File: src/rtl/l1d_geom_pkg.sv
//==========================================================================
// Geometry of the L1 data cache: word and address widths, line layout
// and the vector types that carry them between modules
//==========================================================================
package l1d_geom_pkg;

  // Core word and byte address
  localparam int ADDR_BITS = 32;
  localparam int WORD_BITS = 32;

  typedef logic [ADDR_BITS-1:0] addr_t;
  typedef logic [WORD_BITS-1:0] word_t;

  // Line layout, four words of four bytes
  localparam int WORDS_PER_LINE = 4;
  localparam int OFFSET_BITS = 4;

  typedef logic [WORDS_PER_LINE*WORD_BITS-1:0] line_t;

  // Word number within a line
  typedef logic [1:0] word_sel_t;

endpackage

File: src/rtl/l1d_bus_pkg.sv
//==========================================================================
// Encodings on the core and memory buses of the L1 data cache: the store
// size, the byte strobe and the controller state
//==========================================================================
package l1d_bus_pkg;

  // Store size from the core, loads always return the aligned word
  typedef enum logic [1:0] {
    SIZE_BYTE = 2'd0,
    SIZE_HALF = 2'd1,
    SIZE_WORD = 2'd2
  } access_size_e;

  // One bit per byte lane, bit 0 is the lowest byte
  typedef logic [3:0] strobe_t;

  // Access sequencer
  typedef enum logic [3:0] {
    ST_IDLE         = 4'd0,
    ST_LOOKUP       = 4'd1,
    ST_REFILL_ISSUE = 4'd2,
    ST_REFILL_WAIT  = 4'd3,
    ST_FILL         = 4'd4,
    ST_RESPOND      = 4'd5,
    ST_WRITE_WAIT   = 4'd6
  } ctrl_state_e;

endpackage

File: src/rtl/l1d_store_align.sv
//==========================================================================
// Store alignment. Builds the byte strobe from the size and the low
// address bits and copies the store data into every lane
//==========================================================================
`timescale 1ns/1ns

module l1d_store_align (
  input  l1d_bus_pkg::access_size_e size,
  input  logic [1:0]                byte_addr,
  input  l1d_geom_pkg::word_t       wdata,
  output l1d_bus_pkg::strobe_t      strobe,
  output l1d_geom_pkg::word_t       lane_data
);

  always_comb
  begin
    case (size)
      l1d_bus_pkg::SIZE_BYTE:
      begin
        strobe = l1d_bus_pkg::strobe_t'(4'b0001 << byte_addr);
        lane_data = {4{wdata[7:0]}};
      end
      l1d_bus_pkg::SIZE_HALF:
      begin
        // Bit 0 plays no part for halfwords
        strobe = byte_addr[1] ? 4'b1100 : 4'b0011;
        lane_data = {2{wdata[15:0]}};
      end
      l1d_bus_pkg::SIZE_WORD:
      begin
        strobe = 4'b1111;
        lane_data = wdata;
      end
      default:
      begin
        strobe = 4'b0000;
        lane_data = wdata;
      end
    endcase
  end

  // Any legal size writes at least one lane
  always_comb
  begin
    if (size inside {l1d_bus_pkg::SIZE_BYTE, l1d_bus_pkg::SIZE_HALF, l1d_bus_pkg::SIZE_WORD})
      assert #0 (strobe != 4'b0000)
        else $error("empty byte strobe for size %0d", size);
  end

endmodule

File: config.mk
export PLATFORM = sky130hd
export DESIGN_NAME = l1d_store_align
export DESIGN_NICKNAME = d
export VERILOG_FILES = /design/src/rtl/l1d_geom_pkg.sv /design/src/rtl/l1d_bus_pkg.sv /design/src/rtl/l1d_store_align.sv
export SDC_FILE = /design/constraint.sdc
export NUM_CORES = 1
export LEC_CHECK = 0
export ABC_AREA = 0
export BUFFER_PORTS_ARGS = -buffer_cell sky130_fd_sc_hd__buf_2
export CORE_MARGIN = 4
export CORE_UTILIZATION = 29
export DETAILED_ROUTE_END_ITERATION = 16
export PLACE_DENSITY = 0.81
export REMOVE_ABC_BUFFERS = 1
export SLEW_MARGIN = 20
export SYNTH_ARGS = -nofsm -noshare
export SYNTH_HDL_FRONTEND = slang
export SYNTH_SLANG_ARGS = --single-unit
File: constraint.sdc
create_clock -name vclk -period 0.8
set_input_delay 0.04 -clock vclk [all_inputs]
set_output_delay 0.04 -clock vclk [all_outputs]
set_load 0.01 [all_outputs]
== Word level (Yosys, flattened, before mapping) ==
Cells that the tools add are included.
W data, S select, Z words.

* Output and inout bits: 36
* Word-level logic and storage cells: 7
* Register bits after elaboration: 0
* Bits of input ports: 36

* Shifts and indexed selects: 1
* Equal/unequal tests: 2
* Muxes and demuxes: 3
* Reductions and logical operators: 1

{| class="wikitable"
|+ Operators by type and width
! kind !! number
|-
| $pmux W32 S2 || 1
|-
| $pmux W4 S3 || 1
|-
| $mux W4 || 1
|-
| $shl A1 B2 Y4 const A || 1
|-
| $eq A2 B1 Y1 const B || 1
|-
| $eq A2 B2 Y1 const B || 1
|-
| $logic_not A2 Y1 || 1
|}

== Logic depth before layout (Yosys ltp) ==
* Word-level depth: 2
* Mapped depth: 4
* Mapped depth without buffers: 3

== Least setup slack after synthesis ==
OpenSTA, ideal clock, no wires.

* Kind: input port to output port
* From: in size[0]
* To: out lane_data[10]
* Data arrival time: 0.712 ns
* Path slack: 0.048 ns
* Cell stages on the path: 3
* Data required time: 0.760 ns
* Path buffers: 1
* Cells stage by stage: buf_6 > nor2_4 > mux2_2

* Cells in the longest elaborated chain, start to end: 2
* Elaborated cells between the ends (all ways): 3
* Classes of those cells: 1 x eq/ne; 1 x mux; 1 x reduce/logical

{| class="wikitable"
|+ RTL lines
! item !! RTL line !! RTL
|-
| from (decl) || l1d_store_align.sv:8 || <nowiki>input l1d_bus_pkg::access_size_e size,</nowiki>
|-
| $eq A2 B1 Y1 or $logic_not A2 Y1 (tied branches) || l1d_store_align.sv:17 || <nowiki>case (size)</nowiki>
|-
| $pmux W32 S2 (*) || l1d_store_align.sv:17 ||
|-
| to (decl) || l1d_store_align.sv:12 || <nowiki>output l1d_geom_pkg::word_t lane_data</nowiki>
|}

Mark *: on every way between the ends. The rest lies on a longest branch, timed or not.

== Worst setup path after layout ==
* From: in size[0]
* To: out lane_data[14]

The elaborated chain is that of the path after synthesis.

==> summary.txt <==
Finish
  • Diodes inserted: 0
  • Non-Filler Instances: 148
  • Seq. cell area: 0 um2
  • Syn-to-layout area delta: 108%
  • # fillers: 124
  • Multi-input logic area: 450 um2
  • FFs & Latches: 0
  • Layout Nets: 170
  • Clkbuf count: 0
  • Share of cells above drive strength 1: 0.773
  • Layout Utilization: 0.667

Power
  • Peak supply drop: 0.377 mV
  • Switch Pwr: 297 uW
  • Clk pwr share: 0
  • Pint: 396 uW
  • P per Cell Area: 659 nW/um2
  • Switching Share: 0.429
  • Static leakage: 0.589 nW
  • Flop pwr share: 0
  • Logic pwr share: 1.000

Setup path
  • Critical Path RT: 760 ps
  • Startpoint types: primary input
  • CP max stage cell: mux2_4
  • Crit-path max cell delay: 310 ps
  • Setup Crit Path Kind: primary input to output pin
  • CP max FO: 8
  • CP cell instances: buf_8 > nor2_4 > buf_12 > mux2_4 > buf_6
  • CP Capture Type: output pin
  • Arrival time worst endpoint: 830 ps

Synthesis
  • Simple-Gate Fraction of Synth Area: 0.0941
  • Mux cell area share after synthesis: 0.554
  • Synth Area in Compound Gates: 0.139
  • Post-synthesis cell count: 64
  • Adder-cell share of the synthesized area: 0
  • Mapped cell area: 505 um2
  • Synth cell types: 12
  • Largest family of logic cells by synthesized area: multiplexers
  • Seq/Total Area, Yosys: 0
  • Mapped Avg Cell Area: 7.90 um2
  • Ys Warns: 0
  • Post-synthesis xor/xnor area fraction: 0

STA
  • Slew Limit Fails: 0
  • Final setup TNS: -565 ps
  • Worst setup margin: -72.2 ps
  • Fmax: 1150 MHz
  • RSZ-0062 raised after global routing: yes
  • Final Critical Period: 872 ps
  • Max-slew headroom: 0.877
  • Hold_ws: 313 ps
  • Fin crit share: 1.09
  • Final setup fails: 9
  • Final hold viol count: 0
  • Least-Margin Pin Slew: 182 ps

Floorplanning
  • Core Rows: 14
  • Die area: 2480 um2
  • Chip width: 49.8 um
  • Core area: 1580 um2
  • Initial core utilization: 0.321
  • I/O pins: 72
  • Die Y: 49.8 um

Routing
  • DR iter-0 viols: 3
  • ANT nets after route: 0
  • Final wirelength: 2.14 mm
  • Vias: 742
  • Vias per Instance: 5.01
  • WL/cell: 14.5 um
  • First-pass iteration count of the detailed router: 4
  • Remaining DRCs: 0

GRT
  • Total track usage: 0.160
  • Initial antenna violation count: 0
  • Vias in the first global route: 751
  • First-pass GRT wire length: 3.38 mm
  • Largest net degree at the start of global routing: 18
  • Global route overflow: 0

Status
  • Status: finished, violations left
  • Violated checks: setup timing

Place
  • Final GP Congestion: 0.777
  • DP Wirelength: 1.51 mm
  • Placed insts: 143
  • IO buf count: 72

Job
  • Max-cap viol count: 0

Worst hold path
  • Hold Crit Endpoint: lane_data[4]
  • Worst Hold Depth: 2
  • Hold Crit Class: primary input to output pin
  • Hold_sp: wdata[4]
[power groups by stage]
stage          combinational (mW)  clock [mW]  sequential (mW)
4_1_cts                     0.631           0                0
3_5_place_dp                0.518           0                0
6_report                    0.693           0                0
5_1_grt                     0.748           0                0
3_3_place_gp                0.506           0                0
2_1_floorplan               0.213           0                0
[stage by stage]
stage | worst slack, ps | cell area, um2 | total power, mW
finish | -72.2 | 1050 | 0.693
global route | -98.3 | 1050 | 0.748
CTS | -67.6 | 963 | 0.631
detailed placement | -173 | 812 | 0.518
global placement | -162 | 812 | 0.506
floorplan | 162 | 402 | 0.213
[layer usage]
layer / up-vias / wire, um / track usage
met5: - / 0 / 0
met4: 0 / 0 / 0
met3: 0 / 203 / 0.0301
met2: 49 / 1100 / 0.304
met1: 334 / 839 / 0.195
li1: 359 / - / -
[cell usage after synthesis]
master     n  area share
nand2_1    8       0.059
buf_6      1       0.022
o21ai_0   10       0.099
buf_8      1       0.030
mux2i_1   10        0.20
buf_2      2       0.020
inv_1      1      0.0074
nand2b_1   1       0.012
buf_4      9        0.13
a21oi_1    4       0.040
nor2_4     1       0.022
mux2_2    16        0.36
[timing repair]
item | 4_1_cts | 5_1_grt
endpoints found under the setup margin | 27 | 23
cloned | 0 | 1
hold buffers | 0 | 0
gates resized for setup | 29 | 12
buffers inserted | 1 | 3
pin swaps | 2 | 1
[layout make-up]
cell class         count  share of cell area
repair buffers        81               0.549
multi-input cells     50               0.429
well taps             16              0.0190
inverters              1             0.00357
[placed cells by master, fill, tap and decap left out, drive strengths merged]
master,synthesis,layout
buf,13,79
mux2,16,16
mux2i,10,10
o21ai,10,10
nand2,8,8
a21oi,4,4
clkbuf,0,2
nor2,1,1
nand2b,1,1
inv,1,1
[cells by family after synthesis]
family	count (synthesis)
AOI/OAI and AO/OA	14
buffers and inverters	14
muxes	26
and+or+nand+nor	10
[worst max-delay path by stage]
| stage | start | endpoint | slack, ps |
|---|---|---|---|
| after floorplan | size[1] | lane_data[10] | 160 |
| after global placement | size[1] | lane_data[15] | -160 |
| after detailed placement | size[1] | lane_data[12] | -170 |
| after CTS | size[0] | lane_data[14] | -70 |
| after global routing | size[0] | lane_data[9] | -100 |
| final | size[0] | lane_data[14] | -70 |
[critical path, delay by kind of cell]
kind,cells,cell delay [ps]
simple gates,1,120
mux,1,310
buf+inv,3,360
No activity file was read; power rests on OpenSTA's default activity.
