**src/rtl/l1d_geom_pkg.sv**
```systemverilog
//==========================================================================
// Geometry of the L1 data cache: word and address widths, line layout
// and the vector types that carry them between modules
//==========================================================================
package l1d_geom_pkg;

  // Core word and byte address
  localparam int ADDR_BITS = 32;
  localparam int WORD_BITS = 32;

  typedef logic [ADDR_BITS-1:0] addr_t;
  typedef logic [WORD_BITS-1:0] word_t;

  // Line layout, four words of four bytes
  localparam int WORDS_PER_LINE = 4;
  localparam int OFFSET_BITS = 4;

  typedef logic [WORDS_PER_LINE*WORD_BITS-1:0] line_t;

  // Word number within a line
  typedef logic [1:0] word_sel_t;

endpackage

```
**src/rtl/l1d_bus_pkg.sv**
```systemverilog
//==========================================================================
// Encodings on the core and memory buses of the L1 data cache: the store
// size, the byte strobe and the controller state
//==========================================================================
package l1d_bus_pkg;

  // Store size from the core, loads always return the aligned word
  typedef enum logic [1:0] {
    SIZE_BYTE = 2'd0,
    SIZE_HALF = 2'd1,
    SIZE_WORD = 2'd2
  } access_size_e;

  // One bit per byte lane, bit 0 is the lowest byte
  typedef logic [3:0] strobe_t;

  // Access sequencer
  typedef enum logic [3:0] {
    ST_IDLE         = 4'd0,
    ST_LOOKUP       = 4'd1,
    ST_REFILL_ISSUE = 4'd2,
    ST_REFILL_WAIT  = 4'd3,
    ST_FILL         = 4'd4,
    ST_RESPOND      = 4'd5,
    ST_WRITE_WAIT   = 4'd6
  } ctrl_state_e;

endpackage

```
**src/rtl/l1d_ctrl.sv**
```systemverilog
//==========================================================================
// Cache controller. Latches a core access, issues the tag and data
// lookup, refills a missed line in four single-word beats and sends
// every store through to memory
//==========================================================================
`timescale 1ns/1ns

module l1d_ctrl #(
  parameter int INDEX_BITS = 6,
  localparam int TAG_BITS = l1d_geom_pkg::ADDR_BITS - INDEX_BITS - l1d_geom_pkg::OFFSET_BITS
) (
  input  logic                      clk,
  input  logic                      rst,
  // Core side
  input  logic                      core_req,
  input  logic                      core_write,
  input  l1d_geom_pkg::addr_t       core_addr,
  input  l1d_bus_pkg::access_size_e core_size,
  input  l1d_geom_pkg::word_t       core_wdata,
  output logic                      core_wait,
  output l1d_geom_pkg::word_t       core_rdata,
  // Memory side
  output logic                      mem_req,
  output logic                      mem_write,
  output l1d_geom_pkg::addr_t       mem_addr,
  input  logic                      mem_wait,
  input  l1d_geom_pkg::word_t       mem_rdata,
  // Tag and data stores
  input  logic                      hit,
  input  l1d_geom_pkg::line_t       line_rd,
  output logic                      lookup,
  output logic [INDEX_BITS-1:0]     index,
  output logic [TAG_BITS-1:0]       lookup_tag,
  output logic                      fill,
  output l1d_geom_pkg::line_t       fill_line,
  output logic                      store_hit
);

  localparam int ADDR_BITS = l1d_geom_pkg::ADDR_BITS;
  localparam int WORD_BITS = l1d_geom_pkg::WORD_BITS;
  localparam int OFFSET_BITS = l1d_geom_pkg::OFFSET_BITS;

  l1d_bus_pkg::ctrl_state_e state;
  l1d_bus_pkg::ctrl_state_e state_next;

  l1d_geom_pkg::addr_t     addr_q;
  logic                    write_q;
  logic                    hit_q;
  l1d_geom_pkg::word_sel_t beat;
  l1d_geom_pkg::word_sel_t req_word;
  l1d_geom_pkg::line_t     line_q;
  l1d_geom_pkg::word_t     rdata_q;
  logic                    beat_done;
  logic                    core_done;
  logic [2:0]              beats_seen;

  assign req_word = l1d_geom_pkg::word_sel_t'(addr_q[OFFSET_BITS-1:2]);
  assign beat_done = (state == l1d_bus_pkg::ST_REFILL_WAIT) && !mem_wait;

  //========================================================================
  // State sequencing
  //========================================================================
  always_comb
  begin
    state_next = state;
    case (state)
      l1d_bus_pkg::ST_IDLE:
        if (core_req)
          state_next = l1d_bus_pkg::ST_LOOKUP;
      l1d_bus_pkg::ST_LOOKUP:
        if (write_q)
          state_next = l1d_bus_pkg::ST_WRITE_WAIT;
        else if (!hit)
          state_next = l1d_bus_pkg::ST_REFILL_ISSUE;
        else
          state_next = l1d_bus_pkg::ST_IDLE;
      l1d_bus_pkg::ST_REFILL_ISSUE:
        state_next = l1d_bus_pkg::ST_REFILL_WAIT;
      l1d_bus_pkg::ST_REFILL_WAIT:
        if (beat_done)
          state_next = (beat == 2'd3) ? l1d_bus_pkg::ST_FILL : l1d_bus_pkg::ST_REFILL_ISSUE;
      l1d_bus_pkg::ST_FILL:
        state_next = l1d_bus_pkg::ST_RESPOND;
      l1d_bus_pkg::ST_RESPOND:
        state_next = l1d_bus_pkg::ST_IDLE;
      l1d_bus_pkg::ST_WRITE_WAIT:
        if (!mem_wait)
          state_next = l1d_bus_pkg::ST_IDLE;
      default:
        state_next = l1d_bus_pkg::ST_IDLE;
    endcase
  end

  always_ff @(posedge clk or posedge rst)
  begin
    if (rst)
    begin
      state <= l1d_bus_pkg::ST_IDLE;
      write_q <= 1'b0;
      hit_q <= 1'b0;
      beat <= '0;
      beats_seen <= '0;
    end
    else
    begin
      state <= state_next;
      if (lookup)
        write_q <= core_write;
      if (state == l1d_bus_pkg::ST_LOOKUP)
        hit_q <= hit;
      // Beat count restarts for every refill
      if (state == l1d_bus_pkg::ST_LOOKUP)
        beat <= '0;
      else if (beat_done)
        beat <= beat + 2'd1;
      // Completed beats since the lookup, apart from the word counter
      if (state == l1d_bus_pkg::ST_LOOKUP)
        beats_seen <= '0;
      else if (beat_done)
        beats_seen <= beats_seen + 3'd1;
    end
  end

  // Request address, refill line and the word the core asked for
  always_ff @(posedge clk)
  begin
    if (lookup)
      addr_q <= core_addr;
    if (beat_done)
    begin
      line_q[beat*WORD_BITS +: WORD_BITS] <= mem_rdata;
      if (beat == req_word)
        rdata_q <= mem_rdata;
    end
  end

  //========================================================================
  // Outputs
  //========================================================================
  assign core_done = (state == l1d_bus_pkg::ST_LOOKUP && !write_q && hit)
                  || (state == l1d_bus_pkg::ST_RESPOND)
                  || (state == l1d_bus_pkg::ST_WRITE_WAIT && !mem_wait);
  assign core_wait = (state == l1d_bus_pkg::ST_IDLE) ? core_req : !core_done;

  // Read hit data straight from the array, otherwise the captured word
  assign core_rdata = (state == l1d_bus_pkg::ST_LOOKUP)
                    ? line_rd[req_word*WORD_BITS +: WORD_BITS] : rdata_q;

  // Store pulse goes out in the lookup cycle, refill pulses from the issue state
  assign mem_req = (state == l1d_bus_pkg::ST_LOOKUP && write_q)
                || (state == l1d_bus_pkg::ST_REFILL_ISSUE);
  assign mem_write = write_q && (state == l1d_bus_pkg::ST_LOOKUP
                              || state == l1d_bus_pkg::ST_WRITE_WAIT);
  assign mem_addr = write_q ? {addr_q[ADDR_BITS-1:2], 2'b00}
                            : {addr_q[ADDR_BITS-1:OFFSET_BITS], beat, 2'b00};

  assign lookup = (state == l1d_bus_pkg::ST_IDLE) && core_req;
  assign index = lookup ? core_addr[OFFSET_BITS +: INDEX_BITS]
                        : addr_q[OFFSET_BITS +: INDEX_BITS];
  assign lookup_tag = core_addr[ADDR_BITS-1 -: TAG_BITS];
  assign fill = (state == l1d_bus_pkg::ST_FILL);
  assign fill_line = line_q;
  assign store_hit = (state == l1d_bus_pkg::ST_WRITE_WAIT) && !mem_wait && hit_q;

  //========================================================================
  // Checks
  //========================================================================
  assert property (@(posedge clk) disable iff (rst) mem_req |=> !mem_req)
    else $error("mem_req high on two consecutive cycles");

  // The fill follows the completion of the fourth beat
  assert property (@(posedge clk) disable iff (rst) fill |-> beats_seen == 3'd4)
    else $error("line fill before four refill beats completed");

  // Store alignment reads the core bus directly, so it must hold still
  assert property (@(posedge clk) disable iff (rst)
    core_req && core_wait |=> core_req && $stable(core_addr) && $stable(core_write)
                              && $stable(core_size) && $stable(core_wdata))
    else $error("core changed its request while the cache was busy");

endmodule

```
**config.mk**
```make
export PLATFORM = sky130hd
export DESIGN_NAME = l1d_ctrl
export DESIGN_NICKNAME = d
export VERILOG_FILES = /design/src/rtl/l1d_geom_pkg.sv /design/src/rtl/l1d_bus_pkg.sv /design/src/rtl/l1d_ctrl.sv
export SDC_FILE = /design/constraint.sdc
export NUM_CORES = 1
export LEC_CHECK = 0
export ABC_AREA = 1
export BUFFER_PORTS_ARGS = -buffer_cell sky130_fd_sc_hd__buf_2
export CORE_AREA = 2 2 178 180
export CTS_BUF_LIST = sky130_fd_sc_hd__clkbuf_8
export CTS_CLUSTER_DIAMETER = 80
export DETAILED_ROUTE_END_ITERATION = 12
export DIE_AREA = 0 0 180 182
export HOLD_SLACK_MARGIN = 0.03
export PLACE_DENSITY = 0.68
export SLEW_MARGIN = 20
export SYNTH_ARGS = -nofsm -noshare
export SYNTH_HDL_FRONTEND = slang
export SYNTH_SLANG_ARGS = --single-unit
```
**constraint.sdc**
```tcl
create_clock -name clk -period 3.5 [get_ports clk]
set_clock_uncertainty 0.2 [all_clocks]
set_input_delay 0.35 -clock clk [delete_from_list [all_inputs] [get_ports clk]]
set_output_delay 0.35 -clock clk [all_outputs]
set_load 0.05 [all_outputs]
```
[Word-level counts from Yosys, hierarchy flattened]
Index checks and enable logic that the tools add are counted.
Widths: inputs -> output; s select.
Word-level totals
  flip-flop bits (word level): 200
  input bits: 232
  output and inout port bits: 226
  logic and storage cells: 56
Cells by class
  $add $sub $neg: 2
  eq/ne operators: 11
  shifts and indexed selects: 3
  multiplexer cells: 14
  reduce and logical (&&, ||, !) cells: 19
Operators by type and width (number)
  $bwmux 128: 1
  $shift 32x34->128 const A: 1
  $shiftx 128x8->32: 1
  $shiftx 32x34->128: 1
  $neg 7->34: 1
  $mux 32: 1
  $pmux 4 s6: 1
  $mux 4: 4
  $eq 4x3->1 const B: 3
  $eq 4x2->1 const B: 2
  $logic_and 1x1->1: 8
  $mux 2: 3
  $mux 3: 2
  $mux 6: 1
  $ne 2x2->1 const B: 3
  $eq 4x1->1 const B: 1
  $logic_not 4->1: 1
  $logic_or 1x1->1: 4
  $logic_not 1->1: 3
  $reduce_and 3->1: 1
  $add 2x1->2 const B: 1
  $eq 2x2->1: 1
  $eq 2x2->1 const B: 1
  $reduce_and 2->1: 1
  other kinds (2): 2

[Depth between registers and ports, before layout]
Gate-level depths: netlist of run 1.
  depth after elaboration: 7
  mapped depth: 8
  gate-level depth less buffers: 7

[Worst setup path after synthesis of run 1]
Ideal clock, no wire load.
  path type: flip-flop to flip-flop
  start point: register state[2]
  end point: register rdata_q[0] (enable)
  library setup time: 0.461 ns
  arrival time: 3.112 ns
  required time: 2.839 ns
  setup slack: -0.273 ns
  cell stages (with the launch flop): 7
  cells stage by stage: dfrtp_1 buf_4 inv_2 nand3_1 nor2_2 inv_1 nor3_1
Between the ends
  word-level cells in the longest chain between the ends: 3
Ends and longest elaborated chain
  start: declaration: RTL line l1d_ctrl.sv:43  | l1d_bus_pkg::ctrl_state_e state;
  start signal: assignment: RTL line l1d_ctrl.sv:98  | state <= l1d_bus_pkg::ST_IDLE;
  start signal: assignment: RTL line l1d_ctrl.sv:106  | state <= state_next;
  $eq 4x2->1: RTL line l1d_ctrl.sv:58  | assign beat_done = (state == l1d_bus_pkg::ST_REFILL_WAIT) && !mem_wait;
  $logic_and 1x1->1: RTL line l1d_ctrl.sv:58
  $reduce_and 2->1 (no line)
  end signal: assignment: RTL line l1d_ctrl.sv:133  | rdata_q <= mem_rdata;
  end: declaration: RTL line l1d_ctrl.sv:52  | l1d_geom_pkg::word_t rdata_q;
No other way between the ends.
A chain may end at the register's enable or synchronous reset.

[Worst setup path after layout of run 1]
  start point: register state[2]
  end point: output port index[5]
Between the ends
  word-level cells in the longest chain between the ends: 3
Ends and longest elaborated chain
  $logic_not 4->1: RTL line l1d_ctrl.sv:157  | assign lookup = (state == l1d_bus_pkg::ST_IDLE) && core_req;
  $logic_and 1x1->1: RTL line l1d_ctrl.sv:157
  $mux 6: RTL line l1d_ctrl.sv:158  | assign index = lookup ? core_addr[OFFSET_BITS +: INDEX_BITS]
  end: declaration: RTL line l1d_ctrl.sv:32  | output logic [INDEX_BITS-1:0] index,
No other way between the ends.

==> run summary, run 1 <==
Dividing the detail-routed via count by the number of cells gives 4.526. After Yosys synthesis, and, or, nand and nor cells account for 20.32% of the synthesized area. The number of antenna violations at the first check in global routing is 0. The synthesis warning total came out at 0. The first-pass GRT wire length is 47.60 mm.

The pin count of the biggest net entering global routing came out at 67. Summing all multi-input logic gate instances after layout gives 2317 sq um. The share of the synthesized area in the top cell type is 63.61%. The worst path buffer plus inverter count is 3. The synthesis-to-layout area growth came out at 37.36%. The antenna diode instance count is 0.

At the worst endpoint, the required time is 2.95 ns. The number of antenna-violating nets in the routed design came out at 0. The post-synthesis average cell area is 10.04 sq um. Headroom to the max-slew limit came out at 33.79%. The synthesized netlist devotes 4.017% of its cell area to compound gates. Traced cell by cell, the critical path runs through inv_2, nand3_2, clkinv_1, nand2_1, nand2_1, buf_2. The clock tree synthesis step divided the H-tree into 4 levels. The register clock-pin slew on the reported worst setup and hold paths came out at 0.10 ns. The minimum clock period came out at 3.121 ns. Dividing total power by cell area gives a power density of 698.3 nW/um^2. The startpoint kind of the worst setup timing path is a register. The final number of max-transition violations came out at 0. The iteration-0 DRC count of the detailed router is 577.

In the post-synthesis netlist, the biggest area contributors are edfxtp_1 (64%), nor2_1 (10%), nand2_1 (7.8%). The die outline area came out at 32760 sq um. The count of pins on the block boundary is 458. The final layout contains 1566 nets.

The delay of the slowest critical-path stage came out at 0.73 ns. For this run the aggregate overflow at the end of global routing stands at 0. The min-delay analysis places its worst path in the category in2reg. The number of instances in the synthesized netlist came out at 893. In this run the cell area of the synthesized design comes to 8970 sq um. The detailed-route wire length is 32.98 mm. The distinct cell type count after synthesis came out at 24.

The clock latency of the later-clocked register in the worst-skew pair is 0.48 ns. The total design power came out at 8.604 mW. After layout, the worst setup slack is 0.3794 ns.

Of the post-synthesis cell area, the part taken by muxes is 0%. The initial cell density of the core came out at 28.95%. In the final layout, the share of cells above drive strength 1 is 36.29%. The clock tree from TritonCTS is done. The data arrival time of the critical path is 2.57 ns. The static leakage is 5.583 nW. The critical path's top delay family is buffers and inverters. The clock tree buffer depth is 2.

In the routed design, unresolved DRC markers number 0. The vertical die dimension is 182 um. The routed wirelength normalized by instance count came out at 18.91 um. Summing the areas of all xor and xnor instances in the mapped netlist gives 0.1953% of the synthesized area. The pre-antenna-repair detailed-routing pass consisted of 5 iterations. The critical path is of the reg2out type. The final HPWL from detailed placement came out at 24.16 mm. The number of post-CTS setup repair buffers came out at 0. The total of endpoints with negative setup slack in the final report is 0. The largest total area in the synthesized netlist belongs to edfxtp_1. Per report_power, the combinational group accounts for 47.2% of the total. The part of the total power dissipated in the clock network is 17.7%. The internal power consumption came out at 4.445 mW. The congestion estimate from routability-driven global placement came to 0.8941. The total count of hold-check failures in the final report came out at 0. The top achievable clock speed came out at 320.5 MHz. Of the total synthesized cell area, the portion taken by full adders, half adders and majority gates is 0.6974%. The total of max-cap violations is 0. For this design, the CTS-stage hold fixing added 66 buffers.

The share of the clock period used by the worst path after layout came out at 89.16%. The count of input and output buffers came out at 419. The slowest stage of the critical path belongs to the cell clkinv_1.

The number of sinks on the clock net came out at 197. The total of flip-flops plus latches after synthesis is 197. The count of placed standard cells including taps is 1646.

The core region area is 30990 sq um. The detailed router placed 7894 vias in this run. Counting stages on the worst path, the most repeated cell is nand2_1.

Setup repair after global routing left no endpoint under its margin. In the final layout, flip-flops and latches occupy 5881 sq um. The number of filler cells placed in the layout came out at 3047. Of all nets on the critical path, the largest fanout is 26.

After synthesis, flip-flops and latches occupy 65.56% of the total area. At the pin with the least slew margin, the transition time is 0.9921 ns. Across every metal layer, demand over resource in global routing totals 19.62%. The worst setup path is captured at an output port.

In this run the power spent charging and discharging nets is 4.159 mW. In this run switching power makes up 48.34% of total power. The cell row count is 65. By area, the combinational part of the netlist is dominated by simple AND/OR/NAND/NOR gates. The number of buffers inserted during clock tree synthesis came out at 17. The run finished with clean final reports. The count of cells resized by post-cts repair is 0.

The post-placement setup slack came out at 0.9404 ns. The die boundary width is 180 um. In this run, flip-flops and latches consume 35.1% of the power.

The via count of the first global-routing pass came out at 8009. The filler-free cell count of the finished design came out at 1744. CTS placed an instance of clkbuf_8 at the clock tree root. The largest vdd supply drop came out at 0.0003091 V. The post-route setup TNS is 0 ns.
[synthesized netlist by cell type]
| cell | n |
|---|---|
| o21ai_1 | 38 |
| nand3_1 | 7 |
| nand2_2 | 1 |
| a21oi_1 | 2 |
| dfrtp_1 | 7 |
| buf_2 | 21 |
| inv_2 | 2 |
| nor2_4 | 1 |
| nor2_2 | 1 |
| or2_2 | 1 |
| inv_1 | 52 |
| o21ai_0 | 32 |
| edfxtp_1 | 190 |
| ha_1 | 5 |
| nor3_1 | 29 |
| clkbuf_1 | 13 |
| nand3_2 | 1 |
| conb_1 | 1 |
| clkinv_1 | 1 |
| xor2_1 | 2 |
| nand2_1 | 187 |
| buf_4 | 54 |
| buf_6 | 5 |
| nor2_1 | 240 |
[power by group through the flow]
stage | clock network (mW) | registers, mW | logic, mW
floorplan | 0 | 3.41 | 2.53
global placement | 0 | 3.07 | 3.99
detailed placement | 0 | 3.08 | 4.03
CTS | 1.56 | 3.02 | 4.10
global route | 1.64 | 3.05 | 4.35
finish | 1.52 | 3.02 | 4.06
[worst min-delay path, delay by kind of cell]
family | cells | cell delay (ns)
buffers and inverters | 1 | 0.11
AO/OA/AOI/OAI | 1 | 0.07
AND/OR/NAND/NOR | 3 | 0.20
[placed cells by master (no fill, tap or decap), types with 3 or more instances in the layout]
cell type      Yosys  layout
o21ai_1           38      38
ha_1               5       5
nor2_4             1       5
dfrtp_1            7       7
dlygate4sd3_1      0      66
nor3_1            29      28
inv_1             52      53
edfxtp_1         190     190
buf_4             54      23
inv_8              0       3
buf_2             21     415
buf_12             0       5
nor2_1           240     236
clkbuf_8           0      17
inv_6              0       5
nand3_1            7       6
o21ai_0           32      32
nand2_1          187     187
[final timing paths]
path	from	slack, ns	cells past startpoint	end
hold reg to reg	hit_q$_DFFE_PP0N_	0.37	2	hit_q$_DFFE_PP0N_
setup reg to reg	state[2]$_DFFE_PP0P_	1.00	4	addr_q[14]$_DFFE_PP_
min in group asynchronous	rst	0.15	3	hit_q$_DFFE_PP0N_
hold / removal	core_req	0.1	5	state[0]$_DFFE_PP0P_
max in group asynchronous	rst	2.71	3	beat[0]$_DFFE_PP0P_
setup / recovery	state[2]$_DFFE_PP0P_	0.38	6	index[5]
[sequential cells by signal (all words and copies together), names as in the netlist]
signal     cells
addr_q        30
beat           2
fill_line    128
hit_q          1
rdata_q       32
state          3
write_q        1
[area by class of cell]
type / count / area share, %
flip-flops and latches: 197 / 47.73
repair buffers: 509 / 24.43
multi-input cells: 549 / 18.81
well taps: 402 / 4.082
clock buffers: 17 / 1.899
inverters: 55 / 1.676
clock inverters: 15 / 1.371
[stage by stage]
step                hold slack, ns  util (%)  area [sq um]
floorplan                 -0.04660         -          8979
global placement            0.1001     36.33         11260
detailed placement          0.1068     36.33         11260
CTS                        0.03790     39.76         12320
global route                0.1063     39.76         12320
finish                     0.09601     39.76         12320
[layer usage]
layer | routed length, um | vias up | global-route usage (%)
li1 | - | 3725 | -
met1 | 13200 | 3658 | 23.75
met2 | 15620 | 441 | 32.31
met3 | 2983 | 70 | 5.515
met4 | 1169 | 0 | 9.431
met5 | 0 | - | 0
[cell families after synthesis]
logic type / Yosys count
adder cells (fa/ha/maj): 5
flip-flops: 197
AND/OR/NAND/NOR: 468
other: 1
buffers and inverters: 148
XOR/XNOR: 2
AO/OA/AOI/OAI: 72
(Power assumes the default switching activity.)
==> inputs of run 2 (changes only) <==
--- a/config.mk
+++ b/config.mk
@@ -6,7 +6,7 @@
 export NUM_CORES = 1
 export LEC_CHECK = 0
 export ABC_AREA = 1
-export BUFFER_PORTS_ARGS = -buffer_cell sky130_fd_sc_hd__buf_2
+export BUFFER_PORTS_ARGS = -buffer_cell sky130_fd_sc_hd__clkbuf_2
 export CORE_AREA = 2 2 178 180
 export CTS_BUF_LIST = sky130_fd_sc_hd__clkbuf_8
 export CTS_CLUSTER_DIAMETER = 80
==> run 2 against run 1 <==
  * Utilization increased by 0.27 points
  * Critical endpoint is now index[0]
  * Clock power is 3% lower
  * Sequential share of layout area shrank 0.33 points
  * Final cell count fell by 0.11%
==> run summary, run 2 (synthesized netlist as in run 1, its figures left out) <==
The total via count in the routed design is 7845 (-0.62%). The most numerous cell type found on the critical path is nand2_1. The filler-free cell count of the finished design came out at 1742 (-0.11%). Setup repair after global routing left no endpoint under its margin. The total of endpoints with negative setup slack in the final report came to 0 (unchanged). The largest vdd supply drop came out at 0.0002535 V (-18%).

The delay of the slowest critical-path stage is 0.77 ns (+0.04 ns). The antenna diode instance count is 0 (unchanged). TritonCTS built the clock tree.

The static leakage is 5.683 nW (+1.8%). The worst-path maximum fanout came out at 26 (unchanged). The number of antenna-violating nets in the routed design came out at 0 (unchanged).

The total of max-cap violations is 0 (unchanged). The data arrival time of the critical path came out at 2.67 ns (+0.10 ns). The clock tree buffer depth is 2 (unchanged). The cell family contributing the most delay on the critical path is buffers and inverters. The iteration-0 DRC count of the detailed router is 547 (-5.2%). The worst setup path is launched from a register. The top achievable clock speed is 310.9 MHz (-3.0%). The minimum clock period is 3.216 ns (+0.09593 ns). The power per standard cell area came out at 700.1 nW/um^2 (+0.25%). The final number of max-transition violations came to 0 (unchanged).

The worst path buffer plus inverter count came out at 3 (unchanged). The total global routing track utilization came out at 19.78% (+0.16 points). The area growth from synthesis to layout is 38.30%.

The endpoint required time on the critical path is 2.95 ns (about the same). The number of flip-flops in the largest register was 128 (unchanged). The initial cell density of the core is 28.95% (unchanged). The number of sinks on the clock net came out at 197 (unchanged).

The register clock-pin slew on the reported worst setup and hold paths is 0.11 ns (about the same). The detailed-route wire length came out at 32.94 mm (-0.12%). The largest individual stage delay along the critical path comes from the cell clkinv_1. The critical path is of the reg2out type. The root cell of the clock tree is clkbuf_8. The via count of the first global-routing pass is 7916 (-1.2%). The core region area is 30990 sq um (unchanged). Traced cell by cell, the critical path runs through inv_2, nand3_2, clkinv_1, nand2_1, nand2_1, clkbuf_2. The final layout net count came out at 1564 (-0.13%). The cell area after placement is 11360 sq um (+0.89%). The count of input and output buffers is 419 (unchanged). The post-route setup TNS was 0 ns (unchanged). The total count of hold-check failures in the final report is 0 (unchanged). The number of antenna violations at the first check in global routing came out at 0 (unchanged). The number of buffers inserted during clock tree synthesis came out at 17 (unchanged). The pin count of the biggest net entering global routing is 67 (unchanged).

The die boundary width came out at 180 um (unchanged). The measured slew at the worst slew-check pin came to 0.9397 ns (-0.05237 ns). The routed wirelength normalized by instance count came out at 18.91 um (about the same).

The final RePlAce weighted congestion was 0.8907 (-0.38%). The top cell types in the final layout, fill and taps aside, are clkbuf_2 (409), nor2_1 (236), edfxtp_1 (190), nand2_1 (187), dlygate4sd3_1 (66). The mean number of vias per cell is 4.503 (-0.51%). The die outline area came to 32760 sq um (unchanged). The final HPWL from detailed placement is 24.30 mm (+0.57%). The vertical die dimension is 182 um (unchanged). The worst relative slew slack was 37.28% (+3.5 points). The worst setup path is captured at an output port.

The worst hold-check path type is in2reg. The utilization after layout is 40.04% (+0.27 points). The residual overflow from global routing came to 0 (unchanged).

The detailed-routing iteration count for the pre-antenna-repair pass is 7 (+2). The first-pass GRT wire length came out at 48.04 mm (+0.94%). The number of filler cells placed in the layout was 2992 (-1.8%). The count of pins on the block boundary is 458 (unchanged). The clock latency of the later-clocked register in the worst-skew pair is 0.49 ns (about the same). The cell row count is 65 (unchanged). The share of the clock period used by the worst path after layout was 91.90% (+2.7 points). The H-tree level count came to 4 (unchanged). The DRC violation count after routing came out at 0 (unchanged). The commonest non-fill, non-tap cell in the layout is clkbuf_2. The run finished with clean final reports. The post-route standard cell area excluding fillers came out at 12410 sq um (+0.69%). The fraction of final layout cells with drive strength greater than 1 was 36.19% (-0.095 points). The number of post-CTS setup repair buffers came out at 0 (unchanged). The count of placed standard cells including taps came out at 1644 (-0.12%).
## run 2: changes by cell type in the layout (fill, tap and decap cells not counted), moves of 2 or more
cell / change
clkbuf_2: +409
buf_2: -415
inv_8: +2
buf_12: +8
buf_4: -4
## run 2: what timing repair did
action,in CTS,in global routing
resized for setup,0,0
endpoints found under the setup margin,0,0
hold endpoints to repair,115,0
hold buffers,66,0
## run 2: worst reg2reg max path, cell delays in order, from the launching register on
cell      delay, ns
dfrtp_1        0.52
inv_2          0.11
nand3_2        0.20
clkinv_1       0.77
buf_4          0.52
## run 2: routing by layer
| layer | GRT usage (%) | share of wire [%] | wire, um | vias up |
|---|---|---|---|---|
| li1 | - | - | - | 3727 |
| met1 | 24.91 | 41 | 13570 | 3680 |
| met2 | 32.86 | 48 | 15910 | 386 |
| met3 | 4.713 | 7.7 | 2528 | 52 |
| met4 | 7.837 | 2.8 | 933 | 0 |
| met5 | 0 | 0 | 0 | - |
## run 2: path summary, 6_finish.rpt
path                                      start                   end  slack [ns]  depth (start not counted)
hold reg to reg               hit_q$_DFFE_PP0N_     hit_q$_DFFE_PP0N_        0.38                          2
setup reg to reg           state[2]$_DFFE_PP0P_  addr_q[10]$_DFFE_PP_        0.94                          4
max in group asynchronous                   rst  state[0]$_DFFE_PP0P_        2.72                          3
hold / removal                         core_req  state[2]$_DFFE_PP0P_        0.08                          5
min in group asynchronous                   rst     hit_q$_DFFE_PP0N_        0.14                          3
setup / recovery           state[2]$_DFFE_PP0P_              index[0]        0.28                          6
## run 2: where the power goes
part	leakage, nW	internal (mW)	switching, mW
registers	1.84	2.92	0.113
logic	3.65	1.02	3.16
clock network	0.198	0.537	0.939
## run 2: cell type report
type	instances	area [sq um]	area share (%)
multi-input combinational	549	2317	18.68
clock inverter	15	153.9	1.241
timing repair buffer	507	3110	25.07
sequential	197	5881	47.40
tap	402	503.0	4.054
clock buffer	17	234.0	1.886
inverter	55	206.4	1.664
## run 2: metrics by stage
stage | setup WS, ns | power, mW | hold slack, ns
3_3_place_gp | 0.9236 | 7.187 | 0.09025
4_1_cts | 0.2807 | 8.762 | 0.04082
5_1_grt | 0.07380 | 9.140 | 0.1147
3_5_place_dp | 0.8475 | 7.236 | 0.09423
6_report | 0.2835 | 8.685 | 0.08059
2_1_floorplan | 0.6039 | 5.942 | -0.04660
==> inputs of run 3 (changes only) <==
--- a/config.mk
+++ b/config.mk
@@ -13,7 +13,7 @@
 export DETAILED_ROUTE_END_ITERATION = 12
 export DIE_AREA = 0 0 180 182
 export HOLD_SLACK_MARGIN = 0.03
-export PLACE_DENSITY = 0.68
+export PLACE_DENSITY = 0.66
 export SLEW_MARGIN = 20
 export SYNTH_ARGS = -nofsm -noshare
 export SYNTH_HDL_FRONTEND = slang
==> constraint.sdc (replaced) <==
create_clock -name clk -period 3.3 [get_ports clk]
set_clock_uncertainty 0.2 [all_clocks]
set_input_delay 0.33 -clock clk [delete_from_list [all_inputs] [get_ports clk]]
set_output_delay 0.33 -clock clk [all_outputs]
set_load 0.05 [all_outputs]
==> run 3 against run 2 <==
  * Sequential share of layout area is 0.35 points lower
  * Non-clock buffer count rose by 6
  * First-iteration DRC count is 17% higher
  * Sequential power grew 6%
  * Final cell count rose by 0.29%
  * Clock power is 11% higher
  * Register-to-register slack worse by 0.08 ns
  * Via count grew 0.92%
  * Final area increased by 0.75%
  * Global-route usage decreased by 0.12 points
  * Combinational power up 8.4%
  * Clock-buffer cell count did not move
  * Critical path type unchanged
  * Largest cell class unchanged
==> run summary, run 3 (synthesized netlist as in run 1, its figures left out) <==
The run finished with clean final reports. The tree is rooted in a clkbuf_8. The endpoint required time on the critical path came out at 2.77 ns (-0.18 ns). Compared with the post-synthesis result, the final layout area differs by 39.34%. The register clock-pin slew on the reported worst setup and hold paths is 0.11 ns (about the same).

The library cell used most frequently in the layout, excluding fill and tap cells, is clkbuf_2. The final layout net count is 1570 (+0.38%). The cell row count is 65 (unchanged). Grouping stages by cell kind, the critical path spends the most delay in buffers and inverters. The data arrival time of the critical path is 2.50 ns (-0.17 ns). The clock latency of the later-clocked register in the worst-skew pair was 0.48 ns (about the same). The H-tree level count is 4 (unchanged). The clock period could shrink to 3.033 ns. The worst setup path is launched from a register. The count of input and output buffers came to 419 (unchanged). The number of post-CTS setup repair buffers came out at 0 (unchanged). The top cell types in the final layout, fill and taps aside, are clkbuf_2 (407), nor2_1 (236), edfxtp_1 (190), nand2_1 (187), dlygate4sd3_1 (68). The via count of the first global-routing pass came to 7779 (-1.7%).

The number of sinks on the clock net is 197 (unchanged). The total design power was 9.397 mW (+8.2%). The total of max-cap violations is 0 (unchanged). The static leakage is 5.727 nW (+0.78%). The worst setup path category is reg2out. The fraction of final layout cells with drive strength greater than 1 is 36.36% (+0.16 points).

The setup slack of the critical path after layout came to 0.2675 ns (-0.01601 ns). The worst-path maximum fanout came out at 25 (-3.8%). The count of cells resized by post-cts repair is 0 (unchanged). On the critical path, the stage with the largest delay is an instance of clkinv_1. Setup repair after global routing left no endpoint under its margin.

The die outline area is 32760 sq um (unchanged). The top achievable clock speed is 329.8 MHz. The clock tree from TritonCTS is done.

The post-route setup TNS is 0 ns (unchanged). The detailed-routing iteration count for the pre-antenna-repair pass is 5 (-2). The first-pass GRT wire length came to 47.89 mm (-0.32%). The DRC violation count after routing is 0 (unchanged). The clock tree buffer depth came to 2 (unchanged). The total count of hold-check failures in the final report is 0 (unchanged). The measured slew at the worst slew-check pin is 0.8851 ns (-0.05461 ns).

The final number of max-transition violations is 0 (unchanged). The final RePlAce weighted congestion is 0.8818 (-1.0%). The number of filler cells placed in the layout is 3055 (+2.1%). The number of antenna violations at the first check in global routing was 0 (unchanged). The die boundary width came to 180 um (unchanged).

The pin count of the biggest net entering global routing was 53 (-21%). The post-placement setup slack came out at 0.8580 ns (+0.01050 ns). In the finished design, the share of the clock period the worst path needs comes to 91.89%. The vertical die dimension is 182 um (unchanged).

The detailed-route wire length is 32.90 mm (-0.11%). The routed wirelength normalized by instance count came out at 18.83 um (-0.40%). The total of endpoints with negative setup slack in the final report was 0 (unchanged). The kind of end point of the critical path is an output port. The number of buffers inserted during clock tree synthesis came to 17 (unchanged). Walking the worst path, the cells encountered are inv_2, nand3_2, clkinv_1, nand2_1, nand2_1, clkbuf_2. The critical path's most frequent cell is nand2_1. The largest vdd supply drop came out at 0.0002979 V (+17%). The worst path buffer plus inverter count came to 3 (unchanged). The total via count in the routed design came out at 7917 (+0.92%). The number of flip-flops in the largest register is 128 (unchanged). The quantity of hold-fixing buffers added after cts is 68 (+3.0%). The final HPWL from detailed placement is 24.32 mm (+0.11%).

The mean number of vias per cell is 4.532 (+0.63%). The iteration-0 DRC count of the detailed router is 638 (+17%). The delay of the slowest critical-path stage came to 0.69 ns (-0.08 ns).

The number of antenna-violating nets in the routed design is 0 (unchanged). The antenna diode instance count came to 0 (unchanged). The worst relative slew slack is 40.63% (+3.3 points). The worst hold-check path type is in2async. The power per standard cell area came out at 751.9 nW/um^2 (+7.4%). The count of pins on the block boundary came out at 458 (unchanged). The total global routing track utilization is 19.66% (-0.12 points). The residual overflow from global routing came out at 0 (unchanged). The initial cell density of the core came out at 28.95% (unchanged). The core region area is 30990 sq um (unchanged).
run 3: cell types whose count changed in the layout (fill, tap and decap cells not counted), sizes merged:
cell | previous run | this run
clkbuf | 426 | 424
buf | 32 | 38
inv | 63 | 61
clkinvlp | 0 | 2
bufinv | 0 | 2
clkinv | 7 | 4
dlygate4sd3 | 66 | 68
run 3: where the power goes:
group          switching [mW]  internal [mW]  leakage [nW]
Combinational            3.37           1.16          3.69
Sequential              0.123           3.09          1.84
Clock                   0.950          0.695         0.199
Total                    4.44           4.95          5.73
run 3: final cells by class:
type | count | area [sq um] | area share [%]
clock buffer | 17 | 234.0 | 1.872
timing repair buffer | 513 | 3191 | 25.53
multi-input combinational | 549 | 2317 | 18.54
inverter | 55 | 206.4 | 1.652
clock inverter | 14 | 166.4 | 1.331
tap | 402 | 503.0 | 4.024
sequential | 197 | 5881 | 47.05
run 3: final timing paths:
kind | startpoint | to | slack [ns] | cells after the start
setup / recovery | state[2]$_DFFE_PP0P_ | index[3] | 0.27 | 6
max in group asynchronous | rst | write_q$_DFFE_PP0P_ | 2.52 | 3
setup reg to reg | beat[0]$_DFFE_PP0P_ | fill_line[8]$_DFFE_PP_ | 0.86 | 6
min in group clk | mem_rdata[25] | rdata_q[25]$_DFFE_PP_ | 0.36 | 2
hold / removal | rst | hit_q$_DFFE_PP0N_ | 0.13 | 3
hold reg to reg | hit_q$_DFFE_PP0N_ | hit_q$_DFFE_PP0N_ | 0.37 | 2
run 3: metal layers:
layer,GRT usage [%],up-vias,share of wire (%)
met5,0,-,0
met1,25.62,3741,42
li1,-,3737,-
met4,6.276,0,2.0
met3,4.292,41,7.2
met2,32.63,398,49
run 3: through the flow:
stage                     cell area [sq um]  instances  utilization [%]  hold slack (ns)
after floorplan                        8979        894                -         -0.06660
after global placement                11420       1648            36.85          0.07336
after detailed placement              11420       1648            36.85          0.07647
after CTS                             12500       1747            40.34          0.09298
after global routing                  12500       1747            40.34           0.1117
final                                 12500       1747            40.34           0.1321
run 3: worst register-to-register path: cells and delay by family (launching register included):
| kind | cells | cell delay (ns) |
|---|---|---|
| adders and majority gates | 1 | 0.34 |
| buffers and inverters | 3 | 0.84 |
| DFF | 1 | 0.39 |
| and+or+nand+nor | 2 | 0.54 |
